### src/hdl/bus_pkg.sv
package bus_pkg;

	// Default bus geometry, overridden through module parameters
	localparam int ADDR_WIDTH = 32;
	localparam int DATA_WIDTH = 32;
	localparam int STRB_WIDTH = DATA_WIDTH / 8;

	// Byte address
	typedef logic [ADDR_WIDTH-1:0] addr_t;

	// One data word
	typedef logic [DATA_WIDTH-1:0] data_t;

	// One enable bit per data byte
	typedef logic [STRB_WIDTH-1:0] strb_t;

	// Issue stage FSM
	typedef enum logic [2:0] {
		ISSUE_IDLE,
		ISSUE_SEND_AW_W,
		ISSUE_WAIT_AW,
		ISSUE_WAIT_W,
		ISSUE_SEND_AR
	} issue_state_e;

endpackage
### src/hdl/core_bus_unit.sv
`timescale 1ns/1ps

module core_bus_unit
	import bus_pkg::*;
#(
	parameter int ADDR_WIDTH = bus_pkg::ADDR_WIDTH,
	parameter int DATA_WIDTH = bus_pkg::DATA_WIDTH
) (
	input  logic  clk_i,
	input  logic  rst_n_i,

	input  logic  pause_req_i,
	output logic  pause_ack_o,

	// Instruction fetch, read only
	input  logic  instr_req_i,
	output logic  instr_gnt_o,
	input  addr_t instr_addr_i,
	output logic  instr_rvalid_o,
	output data_t instr_rdata_o,

	// Load and store
	input  logic  data_req_i,
	output logic  data_gnt_o,
	input  addr_t data_addr_i,
	input  logic  data_we_i,
	input  strb_t data_be_i,
	input  data_t data_wdata_i,
	output logic  data_rvalid_o,
	output data_t data_rdata_o,

	output addr_t inst_axil_awaddr_o,
	output logic  inst_axil_awvalid_o,
	input  logic  inst_axil_awready_i,
	output data_t inst_axil_wdata_o,
	output strb_t inst_axil_wstrb_o,
	output logic  inst_axil_wvalid_o,
	input  logic  inst_axil_wready_i,
	input  logic  inst_axil_bvalid_i,
	output logic  inst_axil_bready_o,
	output addr_t inst_axil_araddr_o,
	output logic  inst_axil_arvalid_o,
	input  logic  inst_axil_arready_i,
	input  data_t inst_axil_rdata_i,
	input  logic  inst_axil_rvalid_i,
	output logic  inst_axil_rready_o,

	output addr_t data_axil_awaddr_o,
	output logic  data_axil_awvalid_o,
	input  logic  data_axil_awready_i,
	output data_t data_axil_wdata_o,
	output strb_t data_axil_wstrb_o,
	output logic  data_axil_wvalid_o,
	input  logic  data_axil_wready_i,
	input  logic  data_axil_bvalid_i,
	output logic  data_axil_bready_o,
	output addr_t data_axil_araddr_o,
	output logic  data_axil_arvalid_o,
	input  logic  data_axil_arready_i,
	input  data_t data_axil_rdata_i,
	input  logic  data_axil_rvalid_i,
	output logic  data_axil_rready_o
);

	logic inst_pause_ack;
	logic data_pause_ack;

	// Fetch never writes
	obi_axil_bridge #(
		.ADDR_WIDTH (ADDR_WIDTH),
		.DATA_WIDTH (DATA_WIDTH)
	) inst_bridge (
		.clk_i       (clk_i),
		.rst_n_i     (rst_n_i),
		.pause_req_i (pause_req_i),
		.pause_ack_o (inst_pause_ack),
		.req_i       (instr_req_i),
		.gnt_o       (instr_gnt_o),
		.addr_i      (instr_addr_i),
		.we_i        (1'b0),
		.be_i        ('0),
		.wdata_i     ('0),
		.rvalid_o    (instr_rvalid_o),
		.rdata_o     (instr_rdata_o),
		.awaddr_o    (inst_axil_awaddr_o),
		.awvalid_o   (inst_axil_awvalid_o),
		.awready_i   (inst_axil_awready_i),
		.wdata_o     (inst_axil_wdata_o),
		.wstrb_o     (inst_axil_wstrb_o),
		.wvalid_o    (inst_axil_wvalid_o),
		.wready_i    (inst_axil_wready_i),
		.bvalid_i    (inst_axil_bvalid_i),
		.bready_o    (inst_axil_bready_o),
		.araddr_o    (inst_axil_araddr_o),
		.arvalid_o   (inst_axil_arvalid_o),
		.arready_i   (inst_axil_arready_i),
		.rdata_i     (inst_axil_rdata_i),
		.rvalid_i    (inst_axil_rvalid_i),
		.rready_o    (inst_axil_rready_o)
	);

	obi_axil_bridge #(
		.ADDR_WIDTH (ADDR_WIDTH),
		.DATA_WIDTH (DATA_WIDTH)
	) data_bridge (
		.clk_i       (clk_i),
		.rst_n_i     (rst_n_i),
		.pause_req_i (pause_req_i),
		.pause_ack_o (data_pause_ack),
		.req_i       (data_req_i),
		.gnt_o       (data_gnt_o),
		.addr_i      (data_addr_i),
		.we_i        (data_we_i),
		.be_i        (data_be_i),
		.wdata_i     (data_wdata_i),
		.rvalid_o    (data_rvalid_o),
		.rdata_o     (data_rdata_o),
		.awaddr_o    (data_axil_awaddr_o),
		.awvalid_o   (data_axil_awvalid_o),
		.awready_i   (data_axil_awready_i),
		.wdata_o     (data_axil_wdata_o),
		.wstrb_o     (data_axil_wstrb_o),
		.wvalid_o    (data_axil_wvalid_o),
		.wready_i    (data_axil_wready_i),
		.bvalid_i    (data_axil_bvalid_i),
		.bready_o    (data_axil_bready_o),
		.araddr_o    (data_axil_araddr_o),
		.arvalid_o   (data_axil_arvalid_o),
		.arready_i   (data_axil_arready_i),
		.rdata_i     (data_axil_rdata_i),
		.rvalid_i    (data_axil_rvalid_i),
		.rready_o    (data_axil_rready_o)
	);

	// Ack rises when both are paused and falls once both have resumed
	always_comb begin
		if (pause_req_i) begin
			pause_ack_o = inst_pause_ack && data_pause_ack;
		end
		else begin
			pause_ack_o = inst_pause_ack || data_pause_ack;
		end
	end

endmodule

### src/hdl/obi_axil_bridge.sv
`timescale 1ns/1ps

module obi_axil_bridge
	import bus_pkg::*;
#(
	parameter int ADDR_WIDTH = bus_pkg::ADDR_WIDTH,
	parameter int DATA_WIDTH = bus_pkg::DATA_WIDTH
) (
	input  logic  clk_i,
	input  logic  rst_n_i,

	input  logic  pause_req_i,
	output logic  pause_ack_o,

	// OBI slave side
	input  logic  req_i,
	output logic  gnt_o,
	input  addr_t addr_i,
	input  logic  we_i,
	input  strb_t be_i,
	input  data_t wdata_i,
	output logic  rvalid_o,
	output data_t rdata_o,

	// AXI-lite master side
	output addr_t awaddr_o,
	output logic  awvalid_o,
	input  logic  awready_i,
	output data_t wdata_o,
	output strb_t wstrb_o,
	output logic  wvalid_o,
	input  logic  wready_i,
	input  logic  bvalid_i,
	output logic  bready_o,
	output addr_t araddr_o,
	output logic  arvalid_o,
	input  logic  arready_i,
	input  data_t rdata_i,
	input  logic  rvalid_i,
	output logic  rready_o
);

	logic  hold_valid;
	logic  take;
	addr_t hold_addr;
	logic  hold_we;
	strb_t hold_be;
	data_t hold_wdata;
	logic  start;
	logic  start_we;
	logic  busy;
	addr_t axi_addr;

	obi_req_stage #(
		.ADDR_WIDTH (ADDR_WIDTH),
		.DATA_WIDTH (DATA_WIDTH)
	) req_stage (
		.clk_i        (clk_i),
		.rst_n_i      (rst_n_i),
		.req_i        (req_i),
		.gnt_o        (gnt_o),
		.addr_i       (addr_i),
		.we_i         (we_i),
		.be_i         (be_i),
		.wdata_i      (wdata_i),
		.pause_i      (pause_req_i),
		.hold_valid_o (hold_valid),
		.take_i       (take),
		.hold_addr_o  (hold_addr),
		.hold_we_o    (hold_we),
		.hold_be_o    (hold_be),
		.hold_wdata_o (hold_wdata)
	);

	axil_issue_stage issue_stage (
		.clk_i        (clk_i),
		.rst_n_i      (rst_n_i),
		.hold_valid_i (hold_valid),
		.take_o       (take),
		.hold_addr_i  (hold_addr),
		.hold_we_i    (hold_we),
		.hold_be_i    (hold_be),
		.hold_wdata_i (hold_wdata),
		.busy_i       (busy),
		.start_o      (start),
		.start_we_o   (start_we),
		.awvalid_o    (awvalid_o),
		.awready_i    (awready_i),
		.wvalid_o     (wvalid_o),
		.wready_i     (wready_i),
		.arvalid_o    (arvalid_o),
		.arready_i    (arready_i),
		.axi_addr_o   (axi_addr),
		.wdata_o      (wdata_o),
		.wstrb_o      (wstrb_o)
	);

	axil_resp_stage resp_stage (
		.clk_i        (clk_i),
		.rst_n_i      (rst_n_i),
		.start_i      (start),
		.start_we_i   (start_we),
		.busy_o       (busy),
		.bvalid_i     (bvalid_i),
		.bready_o     (bready_o),
		.rvalid_axi_i (rvalid_i),
		.rready_o     (rready_o),
		.rdata_axi_i  (rdata_i),
		.rvalid_o     (rvalid_o),
		.rdata_o      (rdata_o)
	);

	// Write and read addresses share one register
	assign awaddr_o = axi_addr;
	assign araddr_o = axi_addr;

	// Idle once nothing is held, outstanding or still being returned
	always_ff @(posedge clk_i) begin
		if (!rst_n_i) begin
			pause_ack_o <= 1'b0;
		end
		else begin
			pause_ack_o <= pause_req_i && !hold_valid && !busy && !rvalid_o;
		end
	end

endmodule

### src/hdl/axil_resp_stage.sv
`timescale 1ns/1ps

module axil_resp_stage
	import bus_pkg::*;
(
	input  logic  clk_i,
	input  logic  rst_n_i,

	input  logic  start_i,
	input  logic  start_we_i,
	output logic  busy_o,

	input  logic  bvalid_i,
	output logic  bready_o,
	input  logic  rvalid_axi_i,
	output logic  rready_o,
	input  data_t rdata_axi_i,

	output logic  rvalid_o,
	output data_t rdata_o
);

	logic  busy;
	logic  pending_we;
	logic  b_done;
	logic  r_done;
	logic  resp_valid;
	data_t resp_data;

	// Only the response matching the outstanding transaction is accepted
	assign bready_o = busy && pending_we;
	assign rready_o = busy && !pending_we;

	assign b_done = bready_o && bvalid_i;
	assign r_done = rready_o && rvalid_axi_i;

	always_ff @(posedge clk_i) begin
		if (!rst_n_i) begin
			busy       <= 1'b0;
			pending_we <= 1'b0;
			resp_valid <= 1'b0;
		end
		else begin
			resp_valid <= b_done || r_done;

			if (start_i) begin
				busy       <= 1'b1;
				pending_we <= start_we_i;
			end
			else if (b_done || r_done) begin
				busy <= 1'b0;
			end
		end
	end

	// Write responses leave the last read word in place
	always_ff @(posedge clk_i) begin
		if (r_done) begin
			resp_data <= rdata_axi_i;
		end
	end

	assign busy_o   = busy;
	assign rvalid_o = resp_valid;
	assign rdata_o  = resp_data;

endmodule

### src/hdl/axil_issue_stage.sv
`timescale 1ns/1ps

module axil_issue_stage
	import bus_pkg::*;
(
	input  logic  clk_i,
	input  logic  rst_n_i,

	input  logic  hold_valid_i,
	output logic  take_o,
	input  addr_t hold_addr_i,
	input  logic  hold_we_i,
	input  strb_t hold_be_i,
	input  data_t hold_wdata_i,

	input  logic  busy_i,
	output logic  start_o,
	output logic  start_we_o,

	output logic  awvalid_o,
	input  logic  awready_i,
	output logic  wvalid_o,
	input  logic  wready_i,
	output logic  arvalid_o,
	input  logic  arready_i,

	output addr_t axi_addr_o,
	output data_t wdata_o,
	output strb_t wstrb_o
);

	issue_state_e state;
	issue_state_e state_next;

	addr_t axi_addr;
	data_t wdata;
	strb_t wstrb;

	// One transaction on the bus at a time
	assign take_o     = hold_valid_i && (state == ISSUE_IDLE) && !busy_i;
	assign start_o    = take_o;
	assign start_we_o = hold_we_i;

	always_comb begin
		state_next = state;

		case (state)
			ISSUE_IDLE: begin
				if (take_o) begin
					state_next = hold_we_i ? ISSUE_SEND_AW_W : ISSUE_SEND_AR;
				end
			end
			ISSUE_SEND_AW_W: begin
				// AW and W may be accepted in either order
				if (awready_i && wready_i) begin
					state_next = ISSUE_IDLE;
				end
				else if (awready_i) begin
					state_next = ISSUE_WAIT_W;
				end
				else if (wready_i) begin
					state_next = ISSUE_WAIT_AW;
				end
			end
			ISSUE_WAIT_AW: begin
				if (awready_i) begin
					state_next = ISSUE_IDLE;
				end
			end
			ISSUE_WAIT_W: begin
				if (wready_i) begin
					state_next = ISSUE_IDLE;
				end
			end
			ISSUE_SEND_AR: begin
				if (arready_i) begin
					state_next = ISSUE_IDLE;
				end
			end
			default: begin
				state_next = ISSUE_IDLE;
			end
		endcase
	end

	always_ff @(posedge clk_i) begin
		if (!rst_n_i) begin
			state <= ISSUE_IDLE;
		end
		else begin
			state <= state_next;
		end
	end

	always_ff @(posedge clk_i) begin
		if (take_o) begin
			axi_addr <= hold_addr_i;
			wdata    <= hold_wdata_i;
			wstrb    <= hold_be_i;
		end
	end

	// Valids decoded from state, so they hold until accepted
	assign awvalid_o = (state == ISSUE_SEND_AW_W) || (state == ISSUE_WAIT_AW);
	assign wvalid_o  = (state == ISSUE_SEND_AW_W) || (state == ISSUE_WAIT_W);
	assign arvalid_o = (state == ISSUE_SEND_AR);

	assign axi_addr_o = axi_addr;
	assign wdata_o    = wdata;
	assign wstrb_o    = wstrb;

endmodule

### src/hdl/obi_req_stage.sv
`timescale 1ns/1ps

module obi_req_stage
	import bus_pkg::*;
#(
	parameter int ADDR_WIDTH = bus_pkg::ADDR_WIDTH,
	parameter int DATA_WIDTH = bus_pkg::DATA_WIDTH
) (
	input  logic  clk_i,
	input  logic  rst_n_i,

	input  logic  req_i,
	output logic  gnt_o,
	input  addr_t addr_i,
	input  logic  we_i,
	input  strb_t be_i,
	input  data_t wdata_i,

	input  logic  pause_i,

	output logic  hold_valid_o,
	input  logic  take_i,
	output addr_t hold_addr_o,
	output logic  hold_we_o,
	output strb_t hold_be_o,
	output data_t hold_wdata_o
);

	localparam int LANES = DATA_WIDTH / 8;

	// AXI-lite sees word addresses, the lanes are selected by the strobes
	localparam logic [ADDR_WIDTH-1:0] ALIGN_MASK = ~(ADDR_WIDTH'(LANES - 1));

	logic  hold_valid;
	addr_t hold_addr;
	logic  hold_we;
	strb_t hold_be;
	data_t hold_wdata;
	logic  accept;

	// Slot empty, or handed to the issue stage this cycle
	assign gnt_o  = rst_n_i && (!hold_valid || take_i) && !pause_i;
	assign accept = req_i && gnt_o;

	always_ff @(posedge clk_i) begin
		if (!rst_n_i) begin
			hold_valid <= 1'b0;
		end
		else if (accept) begin
			hold_valid <= 1'b1;
		end
		else if (take_i) begin
			hold_valid <= 1'b0;
		end
	end

	always_ff @(posedge clk_i) begin
		if (accept) begin
			hold_addr <= addr_i & ALIGN_MASK;
			hold_we   <= we_i;
			hold_be   <= be_i;

			// Disabled byte lanes are cleared
			for (int i = 0; i < LANES; i++) begin
				hold_wdata[8*i +: 8] <= be_i[i] ? wdata_i[8*i +: 8] : 8'h00;
			end
		end
	end

	assign hold_valid_o = hold_valid;
	assign hold_addr_o  = hold_addr;
	assign hold_we_o    = hold_we;
	assign hold_be_o    = hold_be;
	assign hold_wdata_o = hold_wdata;

endmodule

### config.mk
export PLATFORM = sky130hd
export DESIGN_NAME = core_bus_unit
export DESIGN_NICKNAME = d
export VERILOG_FILES = /design/src/hdl/bus_pkg.sv /design/src/hdl/core_bus_unit.sv /design/src/hdl/obi_axil_bridge.sv /design/src/hdl/axil_resp_stage.sv /design/src/hdl/axil_issue_stage.sv /design/src/hdl/obi_req_stage.sv
export SDC_FILE = /design/constraint.sdc
export NUM_CORES = 1
export LEC_CHECK = 0
export ABC_CLOCK_PERIOD_IN_PS = 2990
export BUFFER_PORTS_ARGS = -buffer_cell sky130_fd_sc_hd__buf_4
export CORE_AREA = 2 2 178 180
export DETAILED_ROUTE_END_ITERATION = 8
export DIE_AREA = 0 0 180 182
export PLACE_DENSITY = 0.58
export SLEW_MARGIN = 5
export SYNTH_ARGS = -nofsm -noshare
export SYNTH_HDL_FRONTEND = slang
export SYNTH_SLANG_ARGS = --single-unit
### constraint.sdc
create_clock -name clk_i -period 2.99 [get_ports clk_i]
set_input_delay 0.299 -clock clk_i [delete_from_list [all_inputs] [get_ports clk_i]]
set_output_delay 0.299 -clock clk_i [all_outputs]
set_load 0.02 [all_outputs]
==> results of run 1 <==
repair_timing:
action                     in CTS  in global routing
hold endpoints to repair      132                  0
hold buffers                  132                  0
setup endpoints to repair       0                  0
final cells by class:
| cell class | count | area, um2 | share of cell area (%) |
|---|---|---|---|
| multi-input cells | 148 | 823 | 5.57 |
| clock buffers | 45 | 836 | 5.65 |
| diodes | 1 | 2.50 | 0.0169 |
| repair buffers | 548 | 4480 | 30.3 |
| clock inverters | 9 | 98.8 | 0.669 |
| well taps | 402 | 503 | 3.40 |
| inverters | 5 | 18.8 | 0.127 |
| flip-flops and latches | 272 | 8020 | 54.2 |
Yosys cell counts, drive strengths merged (2+ instances only):
library cell,number
and2,39
nand2,7
nor4,2
a21oi,9
nor2,11
xnor2,2
inv,5
nand2b,6
nor3,2
nor2b,4
nand3b,2
edfxtp,257
nand3,2
buf,106
dfxtp,15
mux2i,5
power by group:
group	switching (mW)	internal (mW)	total, mW
sequential	0.0832	4.37	4.46
clock	1.39	2.09	3.48
combinational	0.581	0.541	1.12
total	2.05	7.00	9.05
how the worst max path moves through the flow:
stage | from | to | slack [ns] | cells past startpoint
finish | data_bridge.issue_stage.state[2] | data_bridge.req_stage.hold_wdata_o[2] | 0.83 | 5
global route | data_bridge.issue_stage.state[2] | data_bridge.req_stage.hold_wdata_o[2] | 0.61 | 5
CTS | data_bridge.issue_stage.state[2] | data_bridge.req_stage.hold_wdata_o[7] | 0.78 | 5
global placement | data_bridge.issue_stage.state[2] | data_bridge.req_stage.hold_wdata_o[6] | 0.82 | 5
detailed placement | data_bridge.issue_stage.state[2] | data_bridge.req_stage.hold_wdata_o[6] | 0.82 | 5
floorplan | data_bridge.issue_stage.state[1] | data_bridge.issue_stage.axi_addr_o[10] | 0.46 | 4
metrics by stage:
stage / hold slack (ns) / power, mW / util, % / area (um2)
floorplan: 0.378 / 5.08 / - / 9660
global placement: 0.401 / 5.51 / 40.4 / 12500
detailed placement: 0.405 / 5.52 / 40.4 / 12500
CTS: 0.0106 / 9.19 / 47.7 / 14800
global route: 0.0180 / 9.42 / 47.7 / 14800
finish: 0.0434 / 9.05 / 47.7 / 14800
registers in the layout, indices dropped and copies added (netlist names), 3 cells and up:
register	cells
data_bridge.issue_stage.state	3
inst_bridge.req_stage.hold_addr_o	30
data_bridge.issue_stage.wdata_o	32
inst_bridge.resp_stage.rdata_o	32
inst_bridge.issue_stage.axi_addr_o	30
data_bridge.resp_stage.rdata_o	32
data_bridge.issue_stage.wstrb_o	4
data_bridge.issue_stage.axi_addr_o	30
data_bridge.req_stage.hold_be_o	4
data_bridge.req_stage.hold_wdata_o	32
data_bridge.req_stage.hold_addr_o	30
inst_bridge.issue_stage.state	3
cells by family (layout without fill, tap and decap cells):
group | Yosys count | after routing | synth area share, %
buffers and inverters | 112 | 607 | 8.62
multiplexers | 5 | 5 | 0.527
XOR/XNOR | 2 | 2 | 0.185
AND/OR/NAND/NOR | 80 | 80 | 4.82
AO/OA/AOI/OAI | 16 | 16 | 1.33
flip-flops | 272 | 272 | 84.5
other | 1 | 46 | 0.0395
routing by layer:
metal	track usage, %	vias to the layer above	routed length (um)
met5	0	-	0
met4	4.81	0	717
met3	3.89	43	1680
met2	23.7	216	12100
li1	-	2684	-
met1	15.5	2696	8490
==> results.ini, run 1 <==
[run_status]
outcome = completed

[critical_path]
reg2reg_slack_ns = 0.83
crit_path_cell_trace = nor3_1, nand2b_1, a21oi_2, and2_4, buf_4
cp_max_fo = 25
end_kind = flip-flop
cp_top_family = simple AND/OR/NAND/NOR gates
r2r-end = data_bridge.req_stage.hold_wdata_o[2]
arrival_ns = 2.38
crit-reg2reg-launch = data_bridge.issue_stage.state[2]
crit_required_ns = 3.21
crit_slowest_cell = and2_4
path_buf_inv = 1
cpPeakStageDelay_ns = 0.42
startpoint_type = flip-flop
reg2regPathDepth = 5
critical_path_class = flip-flop to flip-flop

[drt]
via_count = 5639
wirelength_um = 23000
firstDrtPassIters = 6
wl_per_cell_um = 16.1
drc = 0
postRouteAntennaNets = 0
drtIter0Drc = 284
via_per_inst = 3.94

[cells_and_area]
layoutNonFillerInstCount = 1430
layout_commonest_cell = buf_4
synthToLayoutAreaGrowth_pct = 55.7
layout-drive-gt1-share_pct = 45.3
most-common-layout-cells = buf_4, edfxtp_1, dlygate4sd3_1, conb_1, and2_1
fillCellCount = 2652
finalNetCount = 1184

[clock_network]
cts-htree-levels = 1
cts_tree = done
post-cts-setup-buffer-count = 0
cts_buffers = 29
cts.sinks = 272
cts_root_buf = clkbuf_16
cts.clk_slew.worst_paths_ns = 0.06
cts_max_path_buffers = 3
insertion_delay_ns = 0.54
cts_resized = 0

[global_route]
grt_start_max_net_pins = 33
antenna_found_initial = 1
grt_use_total_pct = 13.4
grt_pass1_vias = 5792
grt_pass1_wl_um = 33900
grt_overflow = 0

[synth]
yosys.cell_types.count = 32
avgSynthCellArea_um2 = 19.5
yosys_most_used_dff = edfxtp_1
synth-edff-count = 257
synth-seq-cells = 272
netlist_area_um2 = 9490
yosysTopAreaCell = edfxtp_1
yosysSeqAreaShare_pct = 84.5
synth_top_area_share_pct = 81.3
postSynth.asyncResetShare_pct = 0
netlist_instances = 488
ys_top_cells_by_area = edfxtp_1, buf_4, dfxtp_1, and2_1, mux2i_1
yosys_warnings = 0

[min_path]
hold_end = data_bridge.req_stage.hold_wdata_o[6]
worstHoldStart = data_wdata_i[6]
holdCritPathClass = input port to flip-flop
min_path_cells = 2

[sta]
period_share_pct = 72.2
post-route-min-period_ns = 2.16
hold_viol = 0
worst_slack_ns = 0.830
final-setup-viol-count = 0
relSlewSlack_pct = 64.5
rsz0062_at_grt = false
tns_ns = 0
maxSlewViolCount = 0
worst_pin_slew_ns = 0.532
finClkSkew_ns = 0.0121
fmax_mhz = 463

[die]
die_x_um = 180
die_y_um = 182
start_util_pct = 30.6
fp-row-count = 65
io_pins = 459
die_area_um2 = 32800
core_area_um2 = 31000

[pwr]
ir_drop_uv = 373
cellPowerDensity_nw_per_um2 = 613
p_leak_nw = 5.93

[placed_design]
dp_cells = 1243
numPortBuffers = 408
dp_hpwl_um = 16100
place_worst_setup_slack_ns = 0.816
place_congestion = 0.732

[flow_run]
cap_violations = 0

Power figures use the tool's default switching activity.
==> inputs of run 2 (changes only) <==
--- a/config.mk
+++ b/config.mk
@@ -5,12 +5,12 @@
 export SDC_FILE = /design/constraint.sdc
 export NUM_CORES = 1
 export LEC_CHECK = 0
-export ABC_CLOCK_PERIOD_IN_PS = 2990
+export ABC_CLOCK_PERIOD_IN_PS = 2100
 export BUFFER_PORTS_ARGS = -buffer_cell sky130_fd_sc_hd__buf_4
 export CORE_AREA = 2 2 178 180
 export DETAILED_ROUTE_END_ITERATION = 8
 export DIE_AREA = 0 0 180 182
-export PLACE_DENSITY = 0.58
+export PLACE_DENSITY = 0.56
 export SLEW_MARGIN = 5
 export SYNTH_ARGS = -nofsm -noshare
 export SYNTH_HDL_FRONTEND = slang
==> constraint.sdc (replaced) <==
create_clock -name clk_i -period 2.1 [get_ports clk_i]
set_input_delay 0.21 -clock clk_i [delete_from_list [all_inputs] [get_ports clk_i]]
set_output_delay 0.21 -clock clk_i [all_outputs]
set_load 0.02 [all_outputs]
==> run 2 against run 1 <==
Worst hold slack worse by 0.018 ns. Via count increased by 3.5%. Non-clock buffer count grew 44. Worst setup slack worse by 0.62 ns. Combinational power grew 52%. Final area is 3.7% higher. Clock skew up 0.0061 ns. Utilization is 1.8 points higher. First-iteration DRC count decreased by 17%. Die area unchanged. Critical path type is now flip-flop to primary output. Largest power group unchanged.
==> results.ini, run 2 (synthesis results as in run 1) <==
[cells_and_area]
most-common-layout-cells = buf_4, edfxtp_1, dlygate4sd3_1, conb_1, and2_1
num_antenna_cells = 0  ; -1
synthToLayoutAreaGrowth_pct = 61.6
layout_commonest_cell = buf_4
finalNetCount = 1228  ; +3.7%
finalInstanceArea_um2 = 15300  ; +3.7%
utilization_pct = 49.5  ; +1.8 points
layout-drive-gt1-share_pct = 44.1  ; -1.2 points

[global_route]
grt_pass1_wl_um = 35000  ; +3.5%
antenna_found_initial = 0  ; -1
grt_pass1_vias = 6146  ; +6.1%
grt_use_total_pct = 13.9  ; +0.48 points
grt_start_max_net_pins = 36  ; +9.1%
grt_overflow = 0  ; unchanged

[drt]
wl_per_cell_um = 16.4  ; +1.7%
postRouteAntennaNets = 0  ; unchanged
via_count = 5836  ; +3.5%
drtIter0Drc = 237  ; -17%
via_per_inst = 3.96  ; +0.47%
drc = 0  ; unchanged
wirelength_um = 24100  ; +4.8%
firstDrtPassIters = 4  ; -2

[clock_network]
cts_max_path_buffers = 3  ; unchanged
cts_tree = done
insertion_delay_ns = 0.56  ; +0.02 ns
cts-htree-levels = 1  ; unchanged
cts_buffers = 29  ; unchanged
cts.sinks = 272  ; unchanged
cts_root_buf = clkbuf_16
cts.clk_slew.worst_paths_ns = 0.06  ; about the same

[sta]
hold_viol = 0  ; unchanged
period_share_pct = 90.1
post-route-min-period_ns = 1.89
fmax_mhz = 529
finClkSkew_ns = 0.0182  ; +0.00612 ns
rsz0062_at_grt = false
maxSlewViolCount = 0  ; unchanged
tns_ns = 0  ; unchanged
final-setup-viol-count = 0  ; unchanged

[placed_design]
numPortBuffers = 408  ; unchanged
place_congestion = 0.753  ; +2.8%
placed_area_um2 = 12600  ; +0.65%
dp_hpwl_um = 16900  ; +5.0%

[pwr]
cellPowerDensity_nw_per_um2 = 870  ; +42%
p_leak_nw = 6.14  ; +3.6%
ir_drop_uv = 570  ; +53%
power_mw = 13.3  ; +47%

[critical_path]
worstSetupEndpoint = data_gnt_o
r2r-end = data_bridge.req_stage.hold_wdata_o[0]
crit_start = data_bridge.issue_stage.state[2]
cp_max_fo = 8  ; -68%
startpoint_type = flip-flop
crit_required_ns = 1.89  ; -1.32 ns
reg2regPathDepth = 5  ; unchanged
end_kind = primary output
arrival_ns = 1.68  ; -0.70 ns
crit-reg2reg-launch = data_bridge.issue_stage.state[2]
critical_path_class = flip-flop to primary output
reg2reg_slack_ns = 0.35  ; -0.48 ns

[die]
start_util_pct = 30.6  ; unchanged
die_x_um = 180  ; unchanged
core_area_um2 = 31000  ; unchanged
io_pins = 459  ; unchanged
die_area_um2 = 32800  ; unchanged
die_y_um = 182  ; unchanged
fp-row-count = 65  ; unchanged

[min_path]
holdCritPathClass = input port to flip-flop

[flow_run]
cap_violations = 0  ; unchanged

[run_status]
outcome = completed

-- run 2: cell count changes in the layout (fill, tap and decap cells not counted), moves of 3 or more --
cell,change
clkbuf_8,-5
buf_12,+4
clkinv_1,+6
clkbuf_1,-6
clkinvlp_4,+4
bufinv_16,+3
dlygate4sd3_1,+41
clkinv_2,-3
-- run 2: cell type report --
type                       instances  area [um2]
fill                            2595       15700
sequential                       272        8020
timing repair buffer             592        4960
multi-input combinational        148         832
clock buffer                      34         744
tap                              402         503
clock inverter                    20         250
inverter                           5        22.5
-- run 2: routing by layer --
layer  up-vias  share of wire [%]  global-route usage [%]
met4         0                2.9                    4.85
met5         -                  0                       0
met3        42                5.9                    3.05
met1      2796                 38                    15.8
li1       2759                  -                       -
met2       239                 53                    25.7
-- run 2: per-stage QoR --
stage	worst slack [ns]	hold slack, ns	instances
floorplan	-0.0399	0.289	532
global placement	0.232	0.388	1246
detailed placement	0.257	0.389	1246
CTS	0.0636	0.00653	1473
global route	0.0565	0.0201	1473
finish	0.209	0.0253	1473
-- run 2: worst min path at each step --
stage                          start                                  to  slack, ns  cells after the start
5_1_grt           data_axil_rvalid_i       data_bridge.resp_stage.busy_o       0.02                      4
3_3_place_gp   inst_axil_rdata_i[22]  inst_bridge.resp_stage.rdata_o[22]       0.39                      1
4_1_cts           data_axil_rvalid_i       data_bridge.resp_stage.busy_o      0.007                      4
3_5_place_dp   data_axil_rdata_i[21]  data_bridge.resp_stage.rdata_o[21]       0.39                      1
2_1_floorplan     inst_axil_wready_i    inst_bridge.issue_stage.state[0]       0.29                      1
6_report          data_axil_rvalid_i       data_bridge.resp_stage.busy_o       0.03                      4
-- run 2: power breakdown --
part | switching, mW | internal (mW) | leakage (nW)
clock | 2.13 | 3.17 | 0.476
combinational | 0.854 | 0.846 | 3.19
sequential | 0.115 | 6.23 | 2.48
-- run 2: repair_timing --
action,in CTS,in global routing
resized for setup,0,1
hold buffers,173,0
hold endpoints to repair,174,0
endpoints found under the setup margin,0,1
buffers inserted,0,0
-- run 2: critical path: stages (launching register included) --
cell	delay (ns)
dfxtp_2	0.36
nor3_2	0.27
nand2b_2	0.15
a21oi_2	0.17
buf_4	0.17
==> inputs of run 3 (changes only) <==
--- a/config.mk
+++ b/config.mk
@@ -8,6 +8,7 @@
 export ABC_CLOCK_PERIOD_IN_PS = 2100
 export BUFFER_PORTS_ARGS = -buffer_cell sky130_fd_sc_hd__buf_4
 export CORE_AREA = 2 2 178 180
+export CTS_BUF_LIST = sky130_fd_sc_hd__clkbuf_8 sky130_fd_sc_hd__clkbuf_16
 export DETAILED_ROUTE_END_ITERATION = 8
 export DIE_AREA = 0 0 180 182
 export PLACE_DENSITY = 0.56
==> run 3 against run 2 <==
Wire length barely moved. Total power fell by 0.15%. Sequential power barely moved. Clock-buffer cell count fell by 5. Die area did not move. Cell count did not move.
==> results.ini, run 3 (synthesis results as in run 1) <==
[global_route]
grt_overflow = 0  ; unchanged
antenna_found_initial = 0  ; unchanged
grt_pass1_vias = 6146  ; unchanged
grt_use_total_pct = 13.9  ; unchanged
grt_start_max_net_pins = 36  ; unchanged
grt_pass1_wl_um = 35000  ; unchanged

[sta]
fmax_mhz = 527  ; -0.27%
post-route-min-period_ns = 1.90  ; +0.00504 ns
period_share_pct = 90.3  ; +0.24 points
finClkSkew_ns = 0.0179  ; -0.000313 ns
final-setup-viol-count = 0  ; unchanged
worst_slack_ns = 0.204  ; -0.00504 ns
maxSlewViolCount = 0  ; unchanged
rsz0062_at_grt = false
holdWs_ns = 0.0253  ; +0.0000329 ns
hold_viol = 0  ; unchanged
tns_ns = 0  ; unchanged

[critical_path]
startpoint_type = flip-flop
end_kind = primary output
crit_path_cell_trace = nor3_2, nand2b_2, a21oi_2, buf_4
crit_required_ns = 1.89  ; about the same
critical_path_class = flip-flop to primary output
reg2reg_slack_ns = 0.35  ; about the same
arrival_ns = 1.69  ; about the same
cpPeakStageDelay_ns = 0.37  ; about the same
reg2regPathDepth = 5  ; unchanged
r2r-end = data_bridge.req_stage.hold_wdata_o[0]
crit-reg2reg-launch = data_bridge.issue_stage.state[2]
crit_slowest_cell = dfxtp_2
cp_max_fo = 8  ; unchanged

[placed_design]
place_worst_setup_slack_ns = 0.257  ; unchanged
dp_hpwl_um = 16900  ; unchanged
place_congestion = 0.753  ; unchanged
dp_cells = 1246  ; unchanged
numPortBuffers = 408  ; unchanged

[die]
fp-row-count = 65  ; unchanged
start_util_pct = 30.6  ; unchanged
core_area_um2 = 31000  ; unchanged
die_x_um = 180  ; unchanged
die_y_um = 182  ; unchanged
io_pins = 459  ; unchanged
die_area_um2 = 32800  ; unchanged

[drt]
via_per_inst = 3.96  ; about the same
wl_per_cell_um = 16.4  ; about the same
firstDrtPassIters = 4  ; unchanged
via_count = 5833  ; -0.051%
postRouteAntennaNets = 0  ; unchanged
wirelength_um = 24100  ; about the same
drtIter0Drc = 248  ; +4.6%
drc = 0  ; unchanged

[clock_network]
cts_buffers = 29  ; unchanged
cts_tree = done
cts-htree-levels = 1  ; unchanged
cts_root_buf = clkbuf_16
insertion_delay_ns = 0.56  ; about the same
cts.sinks = 272  ; unchanged
cts.clk_slew.worst_paths_ns = 0.06  ; about the same
cts_max_path_buffers = 3  ; unchanged

[cells_and_area]
layout_commonest_cell = buf_4
layoutNonFillerInstCount = 1473  ; unchanged
most-common-layout-cells = buf_4, edfxtp_1, dlygate4sd3_1, conb_1, and2_1
layout-drive-gt1-share_pct = 44.1  ; unchanged
synthToLayoutAreaGrowth_pct = 61.6  ; unchanged
num_antenna_cells = 0  ; unchanged
finalNetCount = 1228  ; unchanged

[flow_run]
cap_violations = 0  ; unchanged

[min_path]
worstHoldStart = data_axil_rvalid_i
hold_end = data_bridge.resp_stage.busy_o
min_path_cells = 4  ; unchanged
holdCritPathClass = input port to flip-flop

[pwr]
cellPowerDensity_nw_per_um2 = 869  ; -0.15%
ir_drop_uv = 569  ; -0.11%
p_leak_nw = 6.16  ; +0.34%

[run_status]
outcome = completed

run 3: metrics by stage:
stage                     util, %  total power [mW]  cell area, um2
after floorplan                 -              7.24            9670
after global placement       40.7              7.87           12600
after detailed placement     40.7              7.89           12600
after CTS                    49.5              13.5           15300
after global routing         49.5              13.8           15300
final                        49.5              13.3           15300
run 3: cell type report:
class                   instances  area, um2
fillers                      2595      15700
repair buffers                592       4960
clock inverters                25        269
clock buffers                  29        726
well taps                     402        503
multi-input cells             148        832
flip-flops and latches        272       8020
inverters                       5       22.5
run 3: timing repair:
action | CTS | global route
gates resized for setup | 0 | 1
setup buffers | 0 | 0
setup endpoints to repair | 0 | 1
hold buffers | 173 | 0
hold endpoints to repair | 174 | 0
run 3: worst max-delay path, delay by kind of cell (launching register included):
kind,cells,cell delay [ns]
compound gates,1,0.17
buf+inv,1,0.17
flops,1,0.37
simple gates,2,0.42
run 3: how the worst max path moves through the flow:
stage	from	endpoint	cells past startpoint
after floorplan	data_bridge.resp_stage.busy_o	data_bridge.resp_stage.pending_we	4
after global placement	data_bridge.issue_stage.state[2]	data_bridge.req_stage.hold_wdata_o[0]	5
after detailed placement	data_bridge.issue_stage.state[2]	data_bridge.req_stage.hold_wdata_o[2]	5
after CTS	data_bridge.issue_stage.state[2]	data_gnt_o	4
after global routing	inst_bridge.issue_stage.state[0]	instr_gnt_o	4
final	data_bridge.issue_stage.state[2]	data_gnt_o	4
run 3: power breakdown:
part           switching (mW)  internal, mW
logic                   0.854         0.846
registers               0.115          6.23
clock network            2.14          3.15
run 3: metal layers:
layer	share of wire (%)	vias up	track usage (%)
met5	0	-	0
met4	2.9	0	4.85
met3	6.0	42	3.05
met2	53	237	25.7
met1	38	2795	15.8
li1	-	2759	-
